## src/hdl/vid_bus_pkg.sv

```systemverilog
package vid_bus_pkg;

    ////////////////////////////////////////////////////////////
    // Bus widths
    ////////////////////////////////////////////////////////////

    // Host register bus, byte addressed
    localparam int REGBUS_ADDR_W = 19;
    localparam int REG_DATA_W    = 8;

    // Memory bus, one 32-bit word per access
    localparam int MEM_DATA_W     = 32;
    localparam int MEM_LANES      = 4;
    localparam int MAINRAM_ADDR_W = 15;
    localparam int MAINRAM_WORDS  = 1 << MAINRAM_ADDR_W;

    // Word address on the memory bus, top bit is the character ROM half
    localparam int FETCH_ADDR_W = 16;

    // Palette
    localparam int PAL_IDX_W   = 8;
    localparam int PAL_DATA_W  = 16;
    localparam int PAL_RGB_W   = 12;
    localparam int PAL_ENTRIES = 1 << PAL_IDX_W;
    localparam int PAL_LANES   = PAL_DATA_W / REG_DATA_W;

    ////////////////////////////////////////////////////////////
    // Address map
    ////////////////////////////////////////////////////////////

    // 00000-1FFFF  main RAM
    // 20000-3FFFF  character ROM half, reads as zero
    // 40200-403FF  palette
    // all else     unmapped
    localparam int MAINRAM_TOP_BIT = 18;

    // Palette decode compares bits 18..9
    localparam int PAL_SEL_LSB = 9;
    localparam logic [REGBUS_ADDR_W-PAL_SEL_LSB-1:0] PAL_BASE = 10'h201;

    // Target of a host access, used again one cycle later for read data
    typedef enum logic [1:0] {
        TGT_NONE    = 2'd0,
        TGT_MAINRAM = 2'd1,
        TGT_PALETTE = 2'd2
    } bus_target_e;

endpackage

```

## src/hdl/regbus_decode.sv

```systemverilog
`timescale 1ns/1ps

module regbus_decode (
    input  logic                                  strobe_i,
    input  logic                                  write_i,
    input  logic [vid_bus_pkg::REGBUS_ADDR_W-1:0] addr_i,
    input  logic [vid_bus_pkg::REG_DATA_W-1:0]    wrdata_i,

    output vid_bus_pkg::bus_target_e              target_o,
    output logic                                  rd_strobe_o,

    // Memory bus side
    output logic                                  mem_strobe_o,
    output logic                                  mem_write_o,
    output logic [vid_bus_pkg::FETCH_ADDR_W-1:0]  mem_word_addr_o,
    output logic [vid_bus_pkg::MEM_LANES-1:0]     mem_lanes_o,
    output logic [vid_bus_pkg::MEM_DATA_W-1:0]    mem_wrdata_o,

    // Palette side
    output logic                                  pal_write_o,
    output logic [vid_bus_pkg::PAL_IDX_W-1:0]     pal_entry_o,
    output logic [vid_bus_pkg::PAL_LANES-1:0]     pal_lanes_o,
    output logic [vid_bus_pkg::PAL_DATA_W-1:0]    pal_wrdata_o
);

    logic mainram_hit;
    logic pal_hit;

    ////////////////////////////////////////////////////////////
    // Region decode
    ////////////////////////////////////////////////////////////

    // Whole lower half goes to the memory bus
    assign mainram_hit = (addr_i[vid_bus_pkg::MAINRAM_TOP_BIT] == 1'b0);
    assign pal_hit = (addr_i[vid_bus_pkg::REGBUS_ADDR_W-1:vid_bus_pkg::PAL_SEL_LSB]
                      == vid_bus_pkg::PAL_BASE);

    always_comb begin
        if (mainram_hit) begin
            target_o = vid_bus_pkg::TGT_MAINRAM;
        end else if (pal_hit) begin
            target_o = vid_bus_pkg::TGT_PALETTE;
        end else begin
            target_o = vid_bus_pkg::TGT_NONE;
        end
    end

    // Strobe qualification
    assign rd_strobe_o  = strobe_i && !write_i;
    assign mem_strobe_o = strobe_i && (target_o == vid_bus_pkg::TGT_MAINRAM);
    assign mem_write_o  = write_i;
    assign pal_write_o  = strobe_i && write_i && (target_o == vid_bus_pkg::TGT_PALETTE);

    ////////////////////////////////////////////////////////////
    // Lanes and write data
    ////////////////////////////////////////////////////////////

    assign mem_word_addr_o = addr_i[vid_bus_pkg::FETCH_ADDR_W+1:2];
    assign mem_lanes_o     = 4'b0001 << addr_i[1:0];
    assign mem_wrdata_o    = {vid_bus_pkg::MEM_LANES{wrdata_i}};

    // Two bytes per palette entry, odd address is the high byte
    assign pal_entry_o  = addr_i[vid_bus_pkg::PAL_IDX_W:1];
    assign pal_lanes_o  = addr_i[0] ? 2'b10 : 2'b01;
    assign pal_wrdata_o = {vid_bus_pkg::PAL_LANES{wrdata_i}};

endmodule

```

## config.mk

```make
export PLATFORM = sky130hd
export DESIGN_NAME = regbus_decode
export DESIGN_NICKNAME = d
export VERILOG_FILES = /design/src/hdl/vid_bus_pkg.sv /design/src/hdl/regbus_decode.sv
export SDC_FILE = /design/constraint.sdc
export NUM_CORES = 1
export LEC_CHECK = 0
export BUFFER_PORTS_ARGS = -buffer_cell sky130_fd_sc_hd__buf_2
export CAP_MARGIN = 10
export CORE_MARGIN = 2
export CORE_UTILIZATION = 28
export DETAILED_ROUTE_END_ITERATION = 12
export PLACE_DENSITY = 0.94
export SETUP_SLACK_MARGIN = 0.15
export SLEW_MARGIN = 10
export SYNTH_ARGS = -nofsm -noshare
export SYNTH_HDL_FRONTEND = slang
export SYNTH_SLANG_ARGS = --single-unit
```

## constraint.sdc

```tcl
create_clock -name vclk -period 1.3
set_input_delay 0.13 -clock vclk [all_inputs]
set_output_delay 0.13 -clock vclk [all_outputs]
set_load 0.1 [all_outputs]
```

==> impl_metrics.json <==
{
  "io_buffers": 36,
  "status": "finished, violations left",
  "antenna_cells": 0,
  "synthAdderAreaFrac_pct": 0,
  "core-area_mm2": 0.00219,
  "hold_path_depth": 0,
  "layout_min_cycle_time_ns": 1.42,
  "viasPerCell": 3.59,
  "final_hold_viol_count": 0,
  "grt_usage_pct": 5.28,
  "min_to": "mem_word_addr_o[6]",
  "grt_max_degree": 7,
  "postRouteAntennaNets": 0,
  "worstSetupEndpointType": "output pin",
  "routed_wl_um": 875,
  "io_pins": 113,
  "ys_seq_area_share_pct": 0,
  "cp_max_fo": 2,
  "relSlewSlack_pct": 67.5,
  "setup_slack_ns": -0.119,
  "place_congestion": 0.527,
  "synthCells": 88,
  "ys_warn_count": 0,
  "synth_top_area_cell": "buf_4",
  "synth_common_cells": "74 x buf_4, 3 x nor2b_1, 2 x inv_1, 2 x nor2_1",
  "die-area_mm2": 0.00269,
  "num_rows": 17,
  "final_area_um2": 410,
  "synthXorXnorAreaFrac_pct": 0,
  "grt_pass1_vias": 251,
  "start_util_pct": 29.2,
  "die_y_um": 51.8,
  "wire_per_inst_um": 11.1,
  "muxShareOfSynthArea_pct": 0,
  "place_area_um2": 398,
  "drive_gt1_share_pct": 90.2,
  "grt_pass1_wl_um": 1120,
  "synth_cell_type_count": 11,
  "nets": 82,
  "tightest_slew_ns": 0.491,
  "grt.overflow.total": 0,
  "crit_arrival_ns": 1.29,
  "drt_iter0_markers": 0,
  "rsz0062_at_grt": "yes",
  "synth_top_family_by_area": "buffers and inverters",
  "synth.net_count": 117,
  "fin_cells": 79,
  "yosysTopAreaCellShare_pct": 86.7,
  "cp-start-kind": "input pin",
  "fmax_mhz": 705,
  "worstHoldStart": "addr_i[8]",
  "die_width_um": 51.8,
  "antenna_found_initial": 0,
  "setup_tns_ns": -0.174,
  "required_ns": 1.17,
  "synth_compound_area_share_pct": 0,
  "finalSetupViolCount": 2,
  "syn_to_final_growth_pct": -35.9,
  "synth_area_um2": 641,
  "p_per_area_mw_per_mm2": 819,
  "register_area_um2": 0,
  "synthSimpleGateAreaFrac_pct": 12.1,
  "place_inst": 79,
  "nFlopsAndLatches": 0,
  "drv_slew": 0,
  "hold_path.class": "in -> out",
  "p_leak_nw": 0.226,
  "maxCapViolations": 0,
  "avgSynthCellArea_um2": 7.28,
  "vias": 284,
  "dpl.hpwl_um": 759,
  "synth_most_common_cell": "buf_4",
  "synthTopCellsByArea": "buf_4 87%, nor2b_1 2.9%, nor4_2 2.0%, or4b_1 1.6%, inv_1 1.2%",
  "fin_util_pct": 18.7,
  "finalCritPeriodShare_pct": 109,
  "n_clock_buffer": 0,
  "violations": "setup timing",
  "irDropWorstVdd_mv": 0.208,
  "ctsHoldBuffers": 0,
  "first_pass_iters": 1,
  "drc_errors": 0,
  "crit_type": "in -> out"
}
-- placed cells by master (no fill, tap or decap) --
master     n
nor2_2     1
or4_4      1
and2_1     1
nand2_1    1
inv_1      2
nor4_4     1
nand2b_1   1
buf_2     31
buf_12     3
or4b_4     1
nor2_4     1
buf_4      1
nor3_4     1
nor2b_2    3
buf_6      2
-- final cells by class --
cell class                      instances  area (um2)
Timing Repair Buffer                   37         245
Inverter                                2        7.51
Multi-Input combinational cell         12         123
Fill cell                             259        1780
Tap cell                               28        35.0
-- what timing repair did --
item / 4_1_cts / 5_1_grt
endpoints found under the hold margin: 0 / 0
setup buffers: 0 / 0
pin swaps: 4 / 1
resized for setup: 2 / 0
setup endpoints to repair: 2 / 2
-- layer usage --
metal	vias to the layer above	wire (um)	global-route usage, %
li1	122	-	-
met1	106	190	3.30
met4	0	80	6.14
met2	37	378	9.49
met3	19	225	2.87
met5	-	0	0
-- critical path, stage by stage --
cell	delay [ns]
buf_6	0.09
or4_4	0.56
nor4_4	0.28
buf_12	0.21
-- stage by stage --
| stage | total power (W) | worst slack [ns] | hold WS (ns) |
|---|---|---|---|
| after floorplan | 0.00119 | -0.581 | 0.362 |
| after global placement | 0.000333 | -0.113 | 0.261 |
| after detailed placement | 0.000334 | -0.140 | 0.261 |
| after CTS | 0.000338 | -0.127 | 0.261 |
| after global routing | 0.000346 | -0.137 | 0.260 |
| final | 0.000336 | -0.119 | 0.260 |
-- cells by family after synthesis --
family,after synthesis
buffers and inverters,76
and+or+nand+nor,12
-- worst max path at each step --
stage	startpoint	to	cells after the start
5_1_grt	addr_i[17]	pal_write_o	4
2_1_floorplan	addr_i[13]	pal_write_o	2
3_5_place_dp	addr_i[13]	pal_write_o	4
3_3_place_gp	addr_i[13]	pal_write_o	4
4_1_cts	addr_i[14]	pal_write_o	4
6_report	addr_i[17]	pal_write_o	4
-- power by group --
group	total [W]	switching, W	internal, W
registers	0	0	0
clock network	0	0	0
logic	0.000336	0.000278	0.0000578
total	0.000336	0.000278	0.0000578
(Power assumes the default switching activity.)
