File: src/hdl/vid_bus_pkg.sv
package vid_bus_pkg;

    ////////////////////////////////////////////////////////////
    // Bus widths
    ////////////////////////////////////////////////////////////

    // Host register bus, byte addressed
    localparam int REGBUS_ADDR_W = 19;
    localparam int REG_DATA_W    = 8;

    // Memory bus, one 32-bit word per access
    localparam int MEM_DATA_W     = 32;
    localparam int MEM_LANES      = 4;
    localparam int MAINRAM_ADDR_W = 15;
    localparam int MAINRAM_WORDS  = 1 << MAINRAM_ADDR_W;

    // Word address on the memory bus, top bit is the character ROM half
    localparam int FETCH_ADDR_W = 16;

    // Palette
    localparam int PAL_IDX_W   = 8;
    localparam int PAL_DATA_W  = 16;
    localparam int PAL_RGB_W   = 12;
    localparam int PAL_ENTRIES = 1 << PAL_IDX_W;
    localparam int PAL_LANES   = PAL_DATA_W / REG_DATA_W;

    ////////////////////////////////////////////////////////////
    // Address map
    ////////////////////////////////////////////////////////////

    // 00000-1FFFF  main RAM
    // 20000-3FFFF  character ROM half, reads as zero
    // 40200-403FF  palette
    // all else     unmapped
    localparam int MAINRAM_TOP_BIT = 18;

    // Palette decode compares bits 18..9
    localparam int PAL_SEL_LSB = 9;
    localparam logic [REGBUS_ADDR_W-PAL_SEL_LSB-1:0] PAL_BASE = 10'h201;

    // Target of a host access, used again one cycle later for read data
    typedef enum logic [1:0] {
        TGT_NONE    = 2'd0,
        TGT_MAINRAM = 2'd1,
        TGT_PALETTE = 2'd2
    } bus_target_e;

endpackage

File: src/hdl/palette_ram.sv
`timescale 1ns/1ps

module palette_ram (
    input  logic                                clk,

    // Host write port
    input  logic                                we_i,
    input  logic [vid_bus_pkg::PAL_IDX_W-1:0]   wr_entry_i,
    input  logic [vid_bus_pkg::PAL_LANES-1:0]   lanes_i,
    input  logic [vid_bus_pkg::PAL_DATA_W-1:0]  wrdata_i,

    // Display lookup
    input  logic [vid_bus_pkg::PAL_IDX_W-1:0]   disp_idx_i,
    output logic [vid_bus_pkg::PAL_RGB_W-1:0]   disp_rgb_o,

    // Host readback
    input  logic [vid_bus_pkg::PAL_IDX_W-1:0]   rb_entry_i,
    output logic [vid_bus_pkg::PAL_DATA_W-1:0]  rb_data_o
);

    logic [vid_bus_pkg::PAL_DATA_W-1:0] pal [0:vid_bus_pkg::PAL_ENTRIES-1];
    logic [vid_bus_pkg::PAL_DATA_W-1:0] disp_entry;

    always_ff @(posedge clk) begin
        if (we_i) begin
            for (int i = 0; i < vid_bus_pkg::PAL_LANES; i++) begin
                if (lanes_i[i]) begin
                    pal[wr_entry_i][8*i +: 8] <= wrdata_i[8*i +: 8];
                end
            end
        end
    end

    // Two read ports on the one array
    always_ff @(posedge clk) begin
        disp_entry <= pal[disp_idx_i];
        rb_data_o  <= pal[rb_entry_i];
    end

    // RGB sits in the low 12 bits of an entry
    assign disp_rgb_o = disp_entry[vid_bus_pkg::PAL_RGB_W-1:0];

endmodule

File: config.mk
export PLATFORM = sky130hd
export DESIGN_NAME = palette_ram
export DESIGN_NICKNAME = d
export VERILOG_FILES = /design/src/hdl/vid_bus_pkg.sv /design/src/hdl/palette_ram.sv
export SDC_FILE = /design/constraint.sdc
export NUM_CORES = 2
export LEC_CHECK = 0
export BUFFER_PORTS_ARGS = -buffer_cell sky130_fd_sc_hd__buf_2
export CORE_MARGIN = 1.5
export CORE_UTILIZATION = 25
export DETAILED_ROUTE_END_ITERATION = 6
export RECOVER_POWER = 50
export SYNTH_ARGS = -nofsm -noshare
export SYNTH_HDL_FRONTEND = slang
export SYNTH_SLANG_ARGS = --single-unit
export TNS_END_PERCENT = 30
File: constraint.sdc
create_clock -name clk -period 3.3 [get_ports clk]
set_input_delay 0.99 -clock clk [delete_from_list [all_inputs] [get_ports clk]]
set_output_delay 0.99 -clock clk [all_outputs]
set_load 0.1 [all_outputs]
==> metrics list <==
* Maximum number of buffers from clock root to sink: 4
- Entering global routing, the biggest net connects ~110 pins.
- After routing the design area is between 200000 and 250000 sq um.
* P&R area growth vs syn: 22.3%
- Highest fanout seen on the critical path: 16
- Number of warning messages in the yosys log: 0
- TritonCTS built the clock tree.
- Worst r2r path cells: 7
* Critical path class: input pin to register
- Violation count after the first detailed-route iteration: 14800
- Instance area at placement: roughly 210000 sq um
- Of the total power, the share spent switching nets is 0.236.
* Worst voltage drop across the vdd grid: 0.000526 V
- Adding up every negative setup slack in the final design gives -1.28 ns.
* CTS Root Cell: sky130_fd_sc_hd__clkbuf_16
- Once the clock tree was built, the setup fixing pass inserted 0 buffers.
- Summed over all nets, the switching power comes to about 0.028 W.
* Full die area: 742000 sq um
- Dividing the detail-routed wire length by the instance count gives slightly below 30 microns.
- Once layout is complete, the utilization of the core stands at 0.306.
- Remaining Overflow, GRT: 0
- Of the total power, the clock network draws 0.420.
- Placed wire-length estimate: 433 mm
- Clock-pin slew was measured on the worst setup and hold paths at 0.06 ns.
- Kind of path behind the tightest hold check: input pin to register
* Height of the die: roughly 860 microns
* Smallest setup slack after layout: -0.128 ns
* Worst slew margin: -1.15
- Dividing total power by cell area gives a power density of between 500 and 600 nW/um^2.
- Global routing usage summed across all routing layers: 0.161
- The checks that failed: capacitance limit, slew limit, setup timing.
- Summed over all cells, the static leakage comes to around 73 nW.
- In the final layout, the share of cells above drive strength 1 is 0.381.
- Synthesized area: around 180000 sq um
* Flip-flop and latch count after synthesis: between 4000 and 5000
- The hold violation total from the final report was 0.
- Clock latency reported for the late side of the worst-skew pair: between 1 and 1.5 ns
- Number of clock buffers inserted by TritonCTS: approximately 430
- In this run, synthesis inferred slightly above 4000 flip-flops with an integrated enable.
- Across all layers, the routed design uses roughly 110k vias.
* Hold bufs inserted after CTS: 0
- Cells after synthesis: between 9000 and 10000
- The initial antenna violation count was 56.
* H-Tree Depth: 5
* Vias per inst: approximately 5.1
- The tree built by TritonCTS fans out to 4124 sinks.
- During I/O placement, the number of pins put on the boundary was 72.
* Status: complete, but fails checks
- The region available for standard cell placement spans between 700000 and 800000 sq um.
* Remaining number of nets flagged by the antenna check after routing: 0
- The congestion estimate from routability-driven global placement came to ~0.9.
* Length of the first detailed-routing pass in iterations: 6
* Worst endpoint required time: about 4.2 ns
- Input and output buffers added on the ports amount to 71.
- Averaged over all synthesized cells, the footprint is ~20 sq um.
- Total of endpoints with negative setup slack in the final report: between 40 and 50
* Global-route wire length before repair: around 860 mm
- Post-synthesis async set-or-reset flop share: 0
- Final cycle utilization of the critical path: 1.04
* Worst Clk Skew: around 0.069 ns
- Synthesis instantiated 50 different standard cells from the library.
- The total count of max-transition violations in the final report came to between 1500 and 2000.
* Drt total wl: just over 600 mm
* RSZ-0062 raised after global routing: true
- For this run, design rule violations remaining after detail routing come to 0.
- Starting density of the core: 0.251
- Counting instances, the worst hold path has a depth of 4.
- The final layout contains ~11000 nets.
- The worst setup path is captured at a register.
* Nature of the critical path startpoint: input pin
* Part of the power in combinational logic: 0.089
- The number of nets handed over by synthesis was between 9000 and 10000.
- Top_reg_cell synth: sky130_fd_sc_hd__edfxtp_1
- Fill count: about 71000
* Placement Setup Slack: -1.52 ns
* Highest Clock Rate: between 200 and 300 MHz
- Share of synthesized area occupied by flip-flops and latches: 0.671
- Std cell rows: 315
- Number of global-route vias before repair: around 110k
* Internal Power: between 0.09 and 0.1 W
* Endpoint arrival time on the critical path: about 4.4 ns
- The share of total power dissipated in sequential elements is 0.491.
- For the pin with the worst max-slew slack, the measured transition is between 3 and 4 ns.
- Final min period: between 3 and 4 ns
- Width of the chip: ~860 microns
- Across the run, the number of max-cap violations was 25.
[layout by cell type (no fill, tap or decap), types with 91 or more instances in the layout]
| cell type | Yosys | routed |
|---|---|---|
| sky130_fd_sc_hd__a21oi_1 | 246 | 246 |
| sky130_fd_sc_hd__buf_12 | 15 | 230 |
| sky130_fd_sc_hd__buf_4 | 93 | 1727 |
| sky130_fd_sc_hd__clkbuf_1 | 385 | 115 |
| sky130_fd_sc_hd__clkbuf_16 | 0 | 439 |
| sky130_fd_sc_hd__clkinv_1 | 3 | 91 |
| sky130_fd_sc_hd__edfxtp_1 | 4096 | 4096 |
| sky130_fd_sc_hd__mux2i_1 | 800 | 800 |
| sky130_fd_sc_hd__mux4_2 | 1532 | 1532 |
| sky130_fd_sc_hd__nor2_1 | 546 | 535 |
| sky130_fd_sc_hd__nor3_1 | 115 | 114 |
| sky130_fd_sc_hd__o21ai_0 | 95 | 93 |
| sky130_fd_sc_hd__o221ai_1 | 366 | 366 |
| sky130_fd_sc_hd__o22ai_1 | 189 | 186 |
[power groups by stage]
stage	registers [W]	logic [W]	clock network (W)
3_5_place_dp	0.0591	0.0105	0
4_1_cts	0.0579	0.0106	0.0502
3_3_place_gp	0.0591	0.0105	0
5_1_grt	0.0580	0.0108	0.0521
6_report	0.0580	0.0105	0.0496
2_1_floorplan	0.0593	0.00478	0
[metal layers]
layer | part of all wire | track usage | vias up | wire (microns)
met1 | 0.39 | 0.214 | 58400 | 244000
met2 | 0.46 | 0.255 | 6031 | 286000
met4 | 0.049 | 0.0671 | 20 | 30600
met3 | 0.098 | 0.0360 | 1082 | 60700
li1 | - | - | 44300 | -
met5 | 0.00020 | 0 | - | 123
[worst max-delay path: stages]
cell and delay (ns):
sky130_fd_sc_hd__buf_12 0.16, sky130_fd_sc_hd__buf_12 0.23, sky130_fd_sc_hd__buf_12 0.20, sky130_fd_sc_hd__mux4_2 0.53, sky130_fd_sc_hd__mux2_2 0.29, sky130_fd_sc_hd__a221oi_2 0.44, sky130_fd_sc_hd__buf_4 0.19, sky130_fd_sc_hd__o31ai_1 0.17
sky130_fd_sc_hd__o22ai_2 0.50, sky130_fd_sc_hd__buf_4 0.21, sky130_fd_sc_hd__a211oi_1 0.05, sky130_fd_sc_hd__buf_4 0.15
[what timing repair did]
item,4_1_cts,5_1_grt
pin swaps,0,0
endpoints found under the setup margin,15,11
gates resized for setup,18,10
[cell usage after synthesis (14+ instances only)]
cell type | count | area share
sky130_fd_sc_hd__edfxtp_1 | 4096 | 0.67
sky130_fd_sc_hd__buf_1 | 49 | 0.0010
sky130_fd_sc_hd__mux4_2 | 1532 | 0.19
sky130_fd_sc_hd__nor3_1 | 115 | 0.0031
sky130_fd_sc_hd__o211ai_1 | 16 | 0.00065
sky130_fd_sc_hd__nor4_2 | 16 | 0.0011
sky130_fd_sc_hd__clkbuf_1 | 385 | 0.0078
sky130_fd_sc_hd__a221o_1 | 16 | 0.00087
sky130_fd_sc_hd__a221oi_1 | 73 | 0.0035
sky130_fd_sc_hd__o21ai_0 | 95 | 0.0026
sky130_fd_sc_hd__or4_1 | 16 | 0.00065
sky130_fd_sc_hd__a22oi_1 | 64 | 0.0026
sky130_fd_sc_hd__buf_2 | 132 | 0.0036
sky130_fd_sc_hd__o22a_1 | 31 | 0.0015
sky130_fd_sc_hd__nor2b_1 | 14 | 0.00048
sky130_fd_sc_hd__o31ai_1 | 31 | 0.0013
sky130_fd_sc_hd__nor4_1 | 24 | 0.00082
sky130_fd_sc_hd__buf_6 | 81 | 0.0050
sky130_fd_sc_hd__a22o_1 | 54 | 0.0026
sky130_fd_sc_hd__dfxtp_1 | 28 | 0.0030
sky130_fd_sc_hd__nand3_1 | 49 | 0.0013
sky130_fd_sc_hd__a211o_1 | 14 | 0.00067
sky130_fd_sc_hd__nand4_1 | 15 | 0.00051
sky130_fd_sc_hd__mux2_2 | 50 | 0.0031
sky130_fd_sc_hd__a21oi_1 | 246 | 0.0067
sky130_fd_sc_hd__nor2_1 | 546 | 0.011
sky130_fd_sc_hd__mux2i_1 | 800 | 0.043
sky130_fd_sc_hd__buf_12 | 15 | 0.0016
sky130_fd_sc_hd__o221ai_1 | 366 | 0.017
sky130_fd_sc_hd__o22ai_1 | 189 | 0.0064
sky130_fd_sc_hd__o32ai_1 | 14 | 0.00067
sky130_fd_sc_hd__a211oi_1 | 21 | 0.00086
sky130_fd_sc_hd__buf_4 | 93 | 0.0038
sky130_fd_sc_hd__nand2_1 | 49 | 0.0010
[flip-flops by register name, indices dropped and copies added, names as in the netlist]
signal,cells
disp_entry,12
pal,4096
rb_data_o,16
[cell families after synthesis]
kind of cell,Yosys count,synth area share
buffers and inverters,770,0.0235
and+or+nand+nor,872,0.0212
AOI/OAI and AO/OA,1253,0.0502
muxes,2382,0.234
DFF,4124,0.671
[area by class of cell]
| type | count | area [sq um] | area share |
|---|---|---|---|
| tap | 9827 | 12300 | 0.0546 |
| timing repair buffer | 2099 | 18300 | 0.0814 |
| sequential | 4124 | 124000 | 0.549 |
| antenna | 41 | 103 | 0.000456 |
| multi-input combinational | 4507 | 56500 | 0.251 |
| inverter | 8 | 51.3 | 0.000228 |
| clock inverter | 292 | 2970 | 0.0132 |
| clock buffer | 512 | 11300 | 0.0502 |
[path summary, 6_finish.rpt]
path,from,end,slack [ns]
max,disp_idx_i[0],disp_entry[3]$_DFF_P_,-0.13
min,wr_entry_i[1],pal[19][10]$_DFFE_PP_,0.81
max reg2reg,pal[184][7]$_DFFE_PP_,rb_data_o[7]$_DFF_P_,0.15
min reg2reg,pal[83][6]$_DFFE_PP_,rb_data_o[6]$_DFF_P_,1.02
[stage by stage]
stage	hold slack, ns	std cells	total power, W
finish	0.810	21400	0.118
global route	0.799	21400	0.121
CTS	0.315	21400	0.119
detailed placement	1.02	20600	0.0696
global placement	0.977	20600	0.0695
floorplan	0.885	9401	0.0641
No activity file was read; power rests on OpenSTA's default activity.
