==> src/hdl/vid_bus_pkg.sv <==
package vid_bus_pkg;

    ////////////////////////////////////////////////////////////
    // Bus widths
    ////////////////////////////////////////////////////////////

    // Host register bus, byte addressed
    localparam int REGBUS_ADDR_W = 19;
    localparam int REG_DATA_W    = 8;

    // Memory bus, one 32-bit word per access
    localparam int MEM_DATA_W     = 32;
    localparam int MEM_LANES      = 4;
    localparam int MAINRAM_ADDR_W = 15;
    localparam int MAINRAM_WORDS  = 1 << MAINRAM_ADDR_W;

    // Word address on the memory bus, top bit is the character ROM half
    localparam int FETCH_ADDR_W = 16;

    // Palette
    localparam int PAL_IDX_W   = 8;
    localparam int PAL_DATA_W  = 16;
    localparam int PAL_RGB_W   = 12;
    localparam int PAL_ENTRIES = 1 << PAL_IDX_W;
    localparam int PAL_LANES   = PAL_DATA_W / REG_DATA_W;

    ////////////////////////////////////////////////////////////
    // Address map
    ////////////////////////////////////////////////////////////

    // 00000-1FFFF  main RAM
    // 20000-3FFFF  character ROM half, reads as zero
    // 40200-403FF  palette
    // all else     unmapped
    localparam int MAINRAM_TOP_BIT = 18;

    // Palette decode compares bits 18..9
    localparam int PAL_SEL_LSB = 9;
    localparam logic [REGBUS_ADDR_W-PAL_SEL_LSB-1:0] PAL_BASE = 10'h201;

    // Target of a host access, used again one cycle later for read data
    typedef enum logic [1:0] {
        TGT_NONE    = 2'd0,
        TGT_MAINRAM = 2'd1,
        TGT_PALETTE = 2'd2
    } bus_target_e;

endpackage

==> src/hdl/rddata_select.sv <==
`timescale 1ns/1ps

module rddata_select (
    input  logic                                clk,
    input  logic                                reset,
    input  logic                                rd_strobe_i,
    input  vid_bus_pkg::bus_target_e            target_i,
    input  logic [1:0]                          byte_sel_i,
    input  logic [vid_bus_pkg::MEM_DATA_W-1:0]  mem_rddata_i,
    input  logic [vid_bus_pkg::PAL_DATA_W-1:0]  pal_rddata_i,
    output logic [vid_bus_pkg::REG_DATA_W-1:0]  rddata_o,
    output logic                                rd_valid_o
);

    vid_bus_pkg::bus_target_e target_q;
    logic [1:0]               byte_sel_q;
    logic                     rd_valid_q;

    // Match the one-cycle RAM latency
    always_ff @(posedge clk or posedge reset) begin
        if (reset) begin
            target_q   <= vid_bus_pkg::TGT_NONE;
            byte_sel_q <= 2'b00;
            rd_valid_q <= 1'b0;
        end else begin
            target_q   <= target_i;
            byte_sel_q <= byte_sel_i;
            rd_valid_q <= rd_strobe_i;
        end
    end

    always_comb begin
        case (target_q)
            vid_bus_pkg::TGT_MAINRAM: rddata_o = mem_rddata_i[8*byte_sel_q +: 8];
            vid_bus_pkg::TGT_PALETTE: rddata_o = pal_rddata_i[8*byte_sel_q[0] +: 8];
            default:                  rddata_o = '0;
        endcase
    end

    assign rd_valid_o = rd_valid_q;

endmodule

==> config.mk <==
export PLATFORM = sky130hd
export DESIGN_NAME = rddata_select
export DESIGN_NICKNAME = d
export VERILOG_FILES = /design/src/hdl/vid_bus_pkg.sv /design/src/hdl/rddata_select.sv
export SDC_FILE = /design/constraint.sdc
export NUM_CORES = 1
export LEC_CHECK = 0
export ABC_AREA = 1
export BUFFER_PORTS_ARGS = -buffer_cell sky130_fd_sc_hd__buf_2
export CORE_MARGIN = 2
export CORE_UTILIZATION = 24
export CTS_CLUSTER_SIZE = 24
export DETAILED_ROUTE_END_ITERATION = 7
export REMOVE_ABC_BUFFERS = 1
export SYNTH_ARGS = -nofsm -noshare
export SYNTH_HDL_FRONTEND = slang
export SYNTH_SLANG_ARGS = --single-unit
==> constraint.sdc <==
create_clock -name clk -period 3.35 [get_ports clk]
set_clock_uncertainty 0.15 [all_clocks]
set_input_delay 0 -clock clk [delete_from_list [all_inputs] [get_ports clk]]
set_output_delay 0 -clock clk [all_outputs]
set_load 0.1 [all_outputs]
==> metrics.md, run 1 <==
| Metric | Value |
|---|---|
| Vias | 1,006 |
| Max Cap Viol | 0 |
| Util after Layout | a little under two fifths |
| Port Buffers | 63 |
| Dpl cell area | about 1100 um^2 |
| Final Hold Vio Count | 0 |
| Largest cells by area after synthesis | nand2_1 (24%), inv_1 (18%), dfrtp_1 (16%), nand3_1 (10%), o21a_1 (7.9%) |
| Ratio of cells with drive above 1 in the final layout | between 30% and 40% |
| Fin Setup TNS | 0 ps |
| CP Launch Type | register |
| Post-cts sizing count | 0 |
| Final setup vio count | 0 |
| Syn avg cell area | approximately 5.4 um^2 |
| Post-Place Worst Slack | roughly 1200 ps |
| P_leak | roughly 0.75 nW |
| Final period util | 71.9% |
| Library cells used by synthesis | 14 |
| Endpoint required time on the critical path | between 3000 and 4000 ps |
| Clk buf depth | 2 |
| Highest clock rate | between 0.4 and 0.5 GHz |
| Via/cell ratio | just over 4 |
| Gr usage total | 13.3% |
| Clock-pin slew on the worst setup and hold paths | roughly 40 ps |
| Starting density of the core | between 20% and 30% |
| Die X | around 60 um |
| Clock Root Buffer | clkbuf_4 |
| Fin Hold WS | ~40 ps |
| Share of the yosys chip area belonging to registers | between 10% and 20% |
| Total gr overflow | 0 |
| Post-synth top cells | nand2_1 (48), inv_1 (36), nand3_1 (16) |
| RSZ-0062 raised after global routing | no |
| Die Ht | between 60 and 70 um |
| Number of enable flip-flop cells after synthesis | 0 |
| Setup crit end kind | output pin |
| Ports | 64 |
| Most frequent cell after synthesis | nand2_1 |
| Adder-cell share of the synthesized area | approximately 3.3% |
| Setup bufs post-CTS | 0 |
| Pin count of the biggest net entering global routing | 26 |
| Fin area | roughly 1200 um^2 |
| Post-synthesis mux area share | 0% |
| Vias in the first global route | 959 |
| Fin crit period | 2410 ps |
| Row count | 20 |
| Area share of the largest cell type after synthesis | about a quarter |
| Largest family of logic cells by synthesized area | simple AND/OR/NAND/NOR gates |
| #FFs+latches synth | 5 |
| Core area | a little over 3000 um^2 |
| Synth async-reset ratio | 100% |
| Crit path kind | register to output pin |
| Post-synthesis simple-gate area fraction | between 30% and 40% |
| Post-DRT Antenna Nets | 0 |
| PwrDens | 253 nW/um^2 |
| 1st-iter DRT viols | 63 |
| Compound-Gate Fraction of Synth Area | between 15 and 20% |
| Status | completed |
| Fin. max-slew vios | 0 |
| RePlAce Congestion | approximately 0.75 |
| Final net count | roughly 260 |
| Slack of the critical path | between 900 and 1000 ps |
| CTS Buf Count | 3 |
| Synth warn | 0 |
| Post-detail-place hpwl | between 1500 and 2000 um |
| Signal arrival time at the worst endpoint | roughly 2300 ps |
| Synth Flop Type | dfrtp_1 |
| Die area | roughly 3700 um^2 |
| Post-Synthesis Cells | approximately 140 |
| Post-route DRC violation count | 0 |
| Crit-path max FO | 25 |
| Wire per inst | ~9.5 um |
| Area grow syn2layout | 51.2% |
| Initial antenna violation count | 0 |
| Hold Path Class | input port to asynchronous set/reset pin |
| H-tree depth | 1 |
| First-pass GRT wire length | between 3000 and 4000 um |
| Antenna Cells | 0 |
| Maximum VDD drop | around 0.00022 V |
| Worst slew pin tran | 841 ps |
| Xor and xnor area share after synthesis | 0% |
| Clk sink count | 5 |
| Drt pass-1 iters | 4 |
| Largest area contributor in the netlist | nand2_1 |
| Worst slew margin | between 40 and 50% |
| Post-Syn Area | between 700 and 800 um^2 |
| Total detailed-routing wirelength | about 2400 um |
| CTS tree | done |
[state kept, by name (all words and copies together), names as in the netlist]
signal and count:
target_q 2, rd_valid_o 1, byte_sel_q 2
[per-stage QoR]
stage	std cells	total power (W)
3_3_place_gp	239	0.000219
5_1_grt	249	0.000317
6_report	249	0.000292
3_5_place_dp	239	0.000219
4_1_cts	249	0.000294
2_1_floorplan	132	0.000171
[logic make-up after synthesis]
kind of cell,Yosys count
and+or+nand+nor,64
buffers and inverters,46
AOI/OAI and AO/OA,24
DFF,5
adders and majority gates,2
[what timing repair did]
action | in CTS | in global routing
hold buffers | 6 | 0
endpoints found under the hold margin | 10 | 0
endpoints found under the setup margin | 0 | 0
[worst max-delay path: stages (launching register included)]
cell and delay (ps):
dfrtp_1 880, inv_4 240, nand2_1 110, nand3_1 70, nand2_1 70, nand2_1 50, a21oi_1 140, buf_2 440
[power breakdown]
part           internal [W]  total [W]  switching, W
sequential        0.0000636  0.0000710    0.00000737
combinational     0.0000530   0.000152     0.0000990
clock             0.0000450  0.0000690     0.0000240
total              0.000162   0.000292      0.000130
[cell type report]
type | instances | area [um^2]
Timing Repair Buffer | 69 | 375
Clock buffer | 4 | 26.3
Fill cell | 364 | 1900
Multi-Input combinational cell | 90 | 433
Inverter | 37 | 141
Sequential cell | 5 | 125
Tap cell | 44 | 55.1
[layer usage]
layer | part of all wire, % | GRT usage (%) | vias to the layer above
li1 | - | - | 545
met5 | 0 | 0 | -
met1 | 44 | 15.5 | 422
met2 | 48 | 25.5 | 37
met3 | 7.4 | 2.13 | 2
met4 | 0.64 | 2.80 | 0
[worst max-delay path by stage]
stage | cells past startpoint | startpoint | end | slack, ps
6_report | 7 | byte_sel_q[0] | rddata_o[5] | 940
5_1_grt | 7 | byte_sel_q[0] | rddata_o[5] | 700
4_1_cts | 7 | byte_sel_q[0] | rddata_o[4] | 950
3_5_place_dp | 7 | byte_sel_q[0] | rddata_o[4] | 1200
3_3_place_gp | 7 | byte_sel_q[0] | rddata_o[4] | 1220
2_1_floorplan | 6 | byte_sel_q[0] | rddata_o[1] | 600
[placed cells by master, fill, tap and decap left out]
cell | netlist | layout
o21ai_0 | 8 | 8
clkbuf_1 | 0 | 1
inv_1 | 36 | 36
a21oi_2 | 2 | 2
dfrtp_1 | 5 | 5
clkbuf_4 | 0 | 3
nand2_1 | 48 | 48
ha_1 | 2 | 2
dlygate4sd3_1 | 0 | 6
nand3_1 | 16 | 16
buf_2 | 4 | 63
a21oi_1 | 6 | 6
inv_4 | 1 | 1
o21a_1 | 8 | 8
No activity file was read; power rests on OpenSTA's default activity.
==> inputs of run 2 (changes only) <==
==> constraint.sdc (replaced) <==
create_clock -name clk -period 2.15 [get_ports clk]
set_clock_uncertainty 0.15 [all_clocks]
set_input_delay 0 -clock clk [delete_from_list [all_inputs] [get_ports clk]]
set_output_delay 0 -clock clk [all_outputs]
set_load 0.1 [all_outputs]
==> run 2 against run 1 <==
Effect of this change: worst hold slack better by 5.1 ps; critical path depth is 1 lower; count of clock-buffer cells in the layout stayed put; utilization is 4.7 points higher; design area is 12% higher; global-route usage hardly changed; sequential share of layout area is 1.2 points lower; via count is 0.40% lower; final cell count is 1.2% higher; largest cell class is now buffers.
==> metrics.md, run 2 (synthesis results as in run 1) <==
| Metric | Value |
|---|---|
| Status | completed (unchanged) |
| Sw Share | 41.8% (was 44.6%) |
| Drt pass-1 iters | 4 (unchanged) |
| Wire per inst | 9.17 um (was 9.47 um) |
| Endpoint required time on the critical path | 2000 ps (was 3200 ps) |
| Post-CTS Hold Buffers | 6 (unchanged) |
| First-pass GRT wire length | 3670 um (was 3750 um) |
| Crit. Startpoint | target_q[0] (was byte_sel_q[0]) |
| Initial antenna violation count | 0 (unchanged) |
| Post-route DRC violation count | 0 (unchanged) |
| Post-DRT Antenna Nets | 0 (unchanged) |
| Int Pwr | 0.000287 W (was 0.000162 W) |
| Worst slew pin tran | 486 ps (was 841 ps) |
| Fin. max-slew vios | 0 (unchanged) |
| Antenna Cells | 0 (unchanged) |
| Total gr overflow | 0 (unchanged) |
| Fillers | 347 (was 364) |
| Total detailed-routing wirelength | 2310 um (was 2360 um) |
| Die area | 3650 um^2 (unchanged) |
| Crit path kind | register to output pin (unchanged) |
| Vias in the first global route | 910 (was 959) |
| RePlAce Congestion | 0.739 (was 0.753) |
| Via/cell ratio | 3.98 (was 4.04) |
| Dpl cell area | 1210 um^2 (was 1070 um^2) |
| Placed cells | 242 (was 239) |
| 1st-iter DRT viols | 55 (was 63) |
| Die Ht | 60.4 um (unchanged) |
| Most frequent cells in the layout | buf_2 (55), nand2_1 (48), inv_1 (36) (was buf_2 (63), nand2_1 (48), inv_1 (36)) |
| Port Buffers | 63 (unchanged) |
| Row count | 20 (unchanged) |
| Psw | 0.000206 W (was 0.000130 W) |
| Hold Path Class | input port to asynchronous set/reset pin (unchanged) |
| Ratio of cells with drive above 1 in the final layout | 34.6% (was 33.7%) |
| Core area | 3050 um^2 (unchanged) |
| Clock Root Buffer | clkbuf_4 (unchanged) |
| Fin crit period | between 1500 and 2000 ps |
| Worst slew margin | 67.8% (was 43.9%) |
| Die X | 60.4 um (unchanged) |
| Setup crit end kind | output pin (unchanged) |
| Area grow syn2layout | 69.9% (was 51.2%) |
| Pin count of the biggest net entering global routing | 25 (was 26) |
| Post-detail-place hpwl | 1770 um (was 1720 um) |
| Fin area | 1300 um^2 (was 1160 um^2) |
| Util after Layout | 42.5% (was 37.9%) |
| Gr usage total | 13.3% (about the same) |
| CTS tree | done (unchanged) |
| Clk sink count | 5 (unchanged) |
| Commonest non-fill, non-tap cell in the layout | buf_2 (unchanged) |
| Crit-path max FO | 8 (was 25) |
| Overall power | 0.000493 W (was 0.000292 W) |
| Ports | 64 (unchanged) |
| Setup bufs post-CTS | 0 (unchanged) |
| CP Launch Type | register (unchanged) |
| Post-route insts no fill | 252 (was 249) |
| Comb power frac | 58.1% (was 52.1%) |
| Signal arrival time at the worst endpoint | 1690 ps (was 2260 ps) |
| Final net count | 266 (was 263) |
| Max Cap Viol | 0 (unchanged) |
| CTS Buf Count | 3 (unchanged) |
| H-tree depth | 1 (unchanged) |
| Final setup vio count | 0 (unchanged) |
| Vias | 1,002 (was 1,006) |
| Post-Place Worst Slack | 547 ps (was 1200 ps) |
| Sequential Power Share | 20.6% (was 24.3%) |
| Post-cts sizing count | 0 (unchanged) |
| Slack of the critical path | 312 ps (was 941 ps) |
| Clock-pin slew on the worst setup and hold paths | 40 ps (about the same) |
| Final Hold Vio Count | 0 (unchanged) |
| Starting density of the core | 25.0% (unchanged) |
| Final period util | between 80% and 90% |
| RSZ-0062 raised after global routing | no (unchanged) |
| Highest clock rate | roughly 0.54 GHz |
| PwrDens | 380 nW/um^2 (was 253 nW/um^2) |
| P_leak | 0.789 nW (was 0.748 nW) |
| Clock power frac | 21.4% (was 23.6%) |
| Clk buf depth | 2 (unchanged) |
| Maximum VDD drop | 0.000423 V (was 0.000216 V) |
-- run 2: cell types whose count changed in the layout (fill, tap and decap cells not counted), sizes merged --
cell and delta:
buf +3
-- run 2: final timing paths --
check	endpoint	slack, ps	depth (start not counted)
setup / recovery	rddata_o[6]	310	6
min in group clk	target_q[1]	260	2
hold / removal	target_q[1]	50	3
max in group asynchronous	rd_valid_o	1630	3
-- run 2: layout make-up --
| cell class | instances | area, um^2 | area share [%] |
|---|---|---|---|
| Sequential cell | 5 | 125 | 9.63 |
| Timing Repair Buffer | 72 | 518 | 39.9 |
| Inverter | 37 | 141 | 10.9 |
| Clock buffer | 4 | 26.3 | 2.02 |
| Tap cell | 44 | 55.1 | 4.24 |
| Multi-Input combinational cell | 90 | 433 | 33.3 |
-- run 2: per-layer routing --
metal	share of wire [%]	global-route usage (%)	vias up
li1	-	-	554
met2	51	26.6	40
met4	0	1.86	0
met5	0	0	-
met1	40	14.1	408
met3	9.5	3.41	0
-- run 2: power by group through the flow --
stage | clock network [W] | logic (W) | registers [W]
after floorplan | 0 | 0.000150 | 0.000116
after global placement | 0 | 0.000281 | 0.000103
after detailed placement | 0 | 0.000281 | 0.000103
after CTS | 0.000112 | 0.000290 | 0.000101
after global routing | 0.000116 | 0.000312 | 0.000102
final | 0.000105 | 0.000286 | 0.000101
-- run 2: per-stage QoR --
step	hold WS (ps)	TNS [ps]
2_1_floorplan	-371	-3670
3_3_place_gp	-248	0
3_5_place_dp	-248	0
4_1_cts	38.6	0
5_1_grt	82.7	0
6_report	45.0	0
-- run 2: worst max-delay path: stages, from the launching register on --
cell	delay, ps
dfrtp_1	370
inv_1	60
ha_1	310
o21a_1	160
o21ai_0	70
a21oi_1	260
buf_12	210
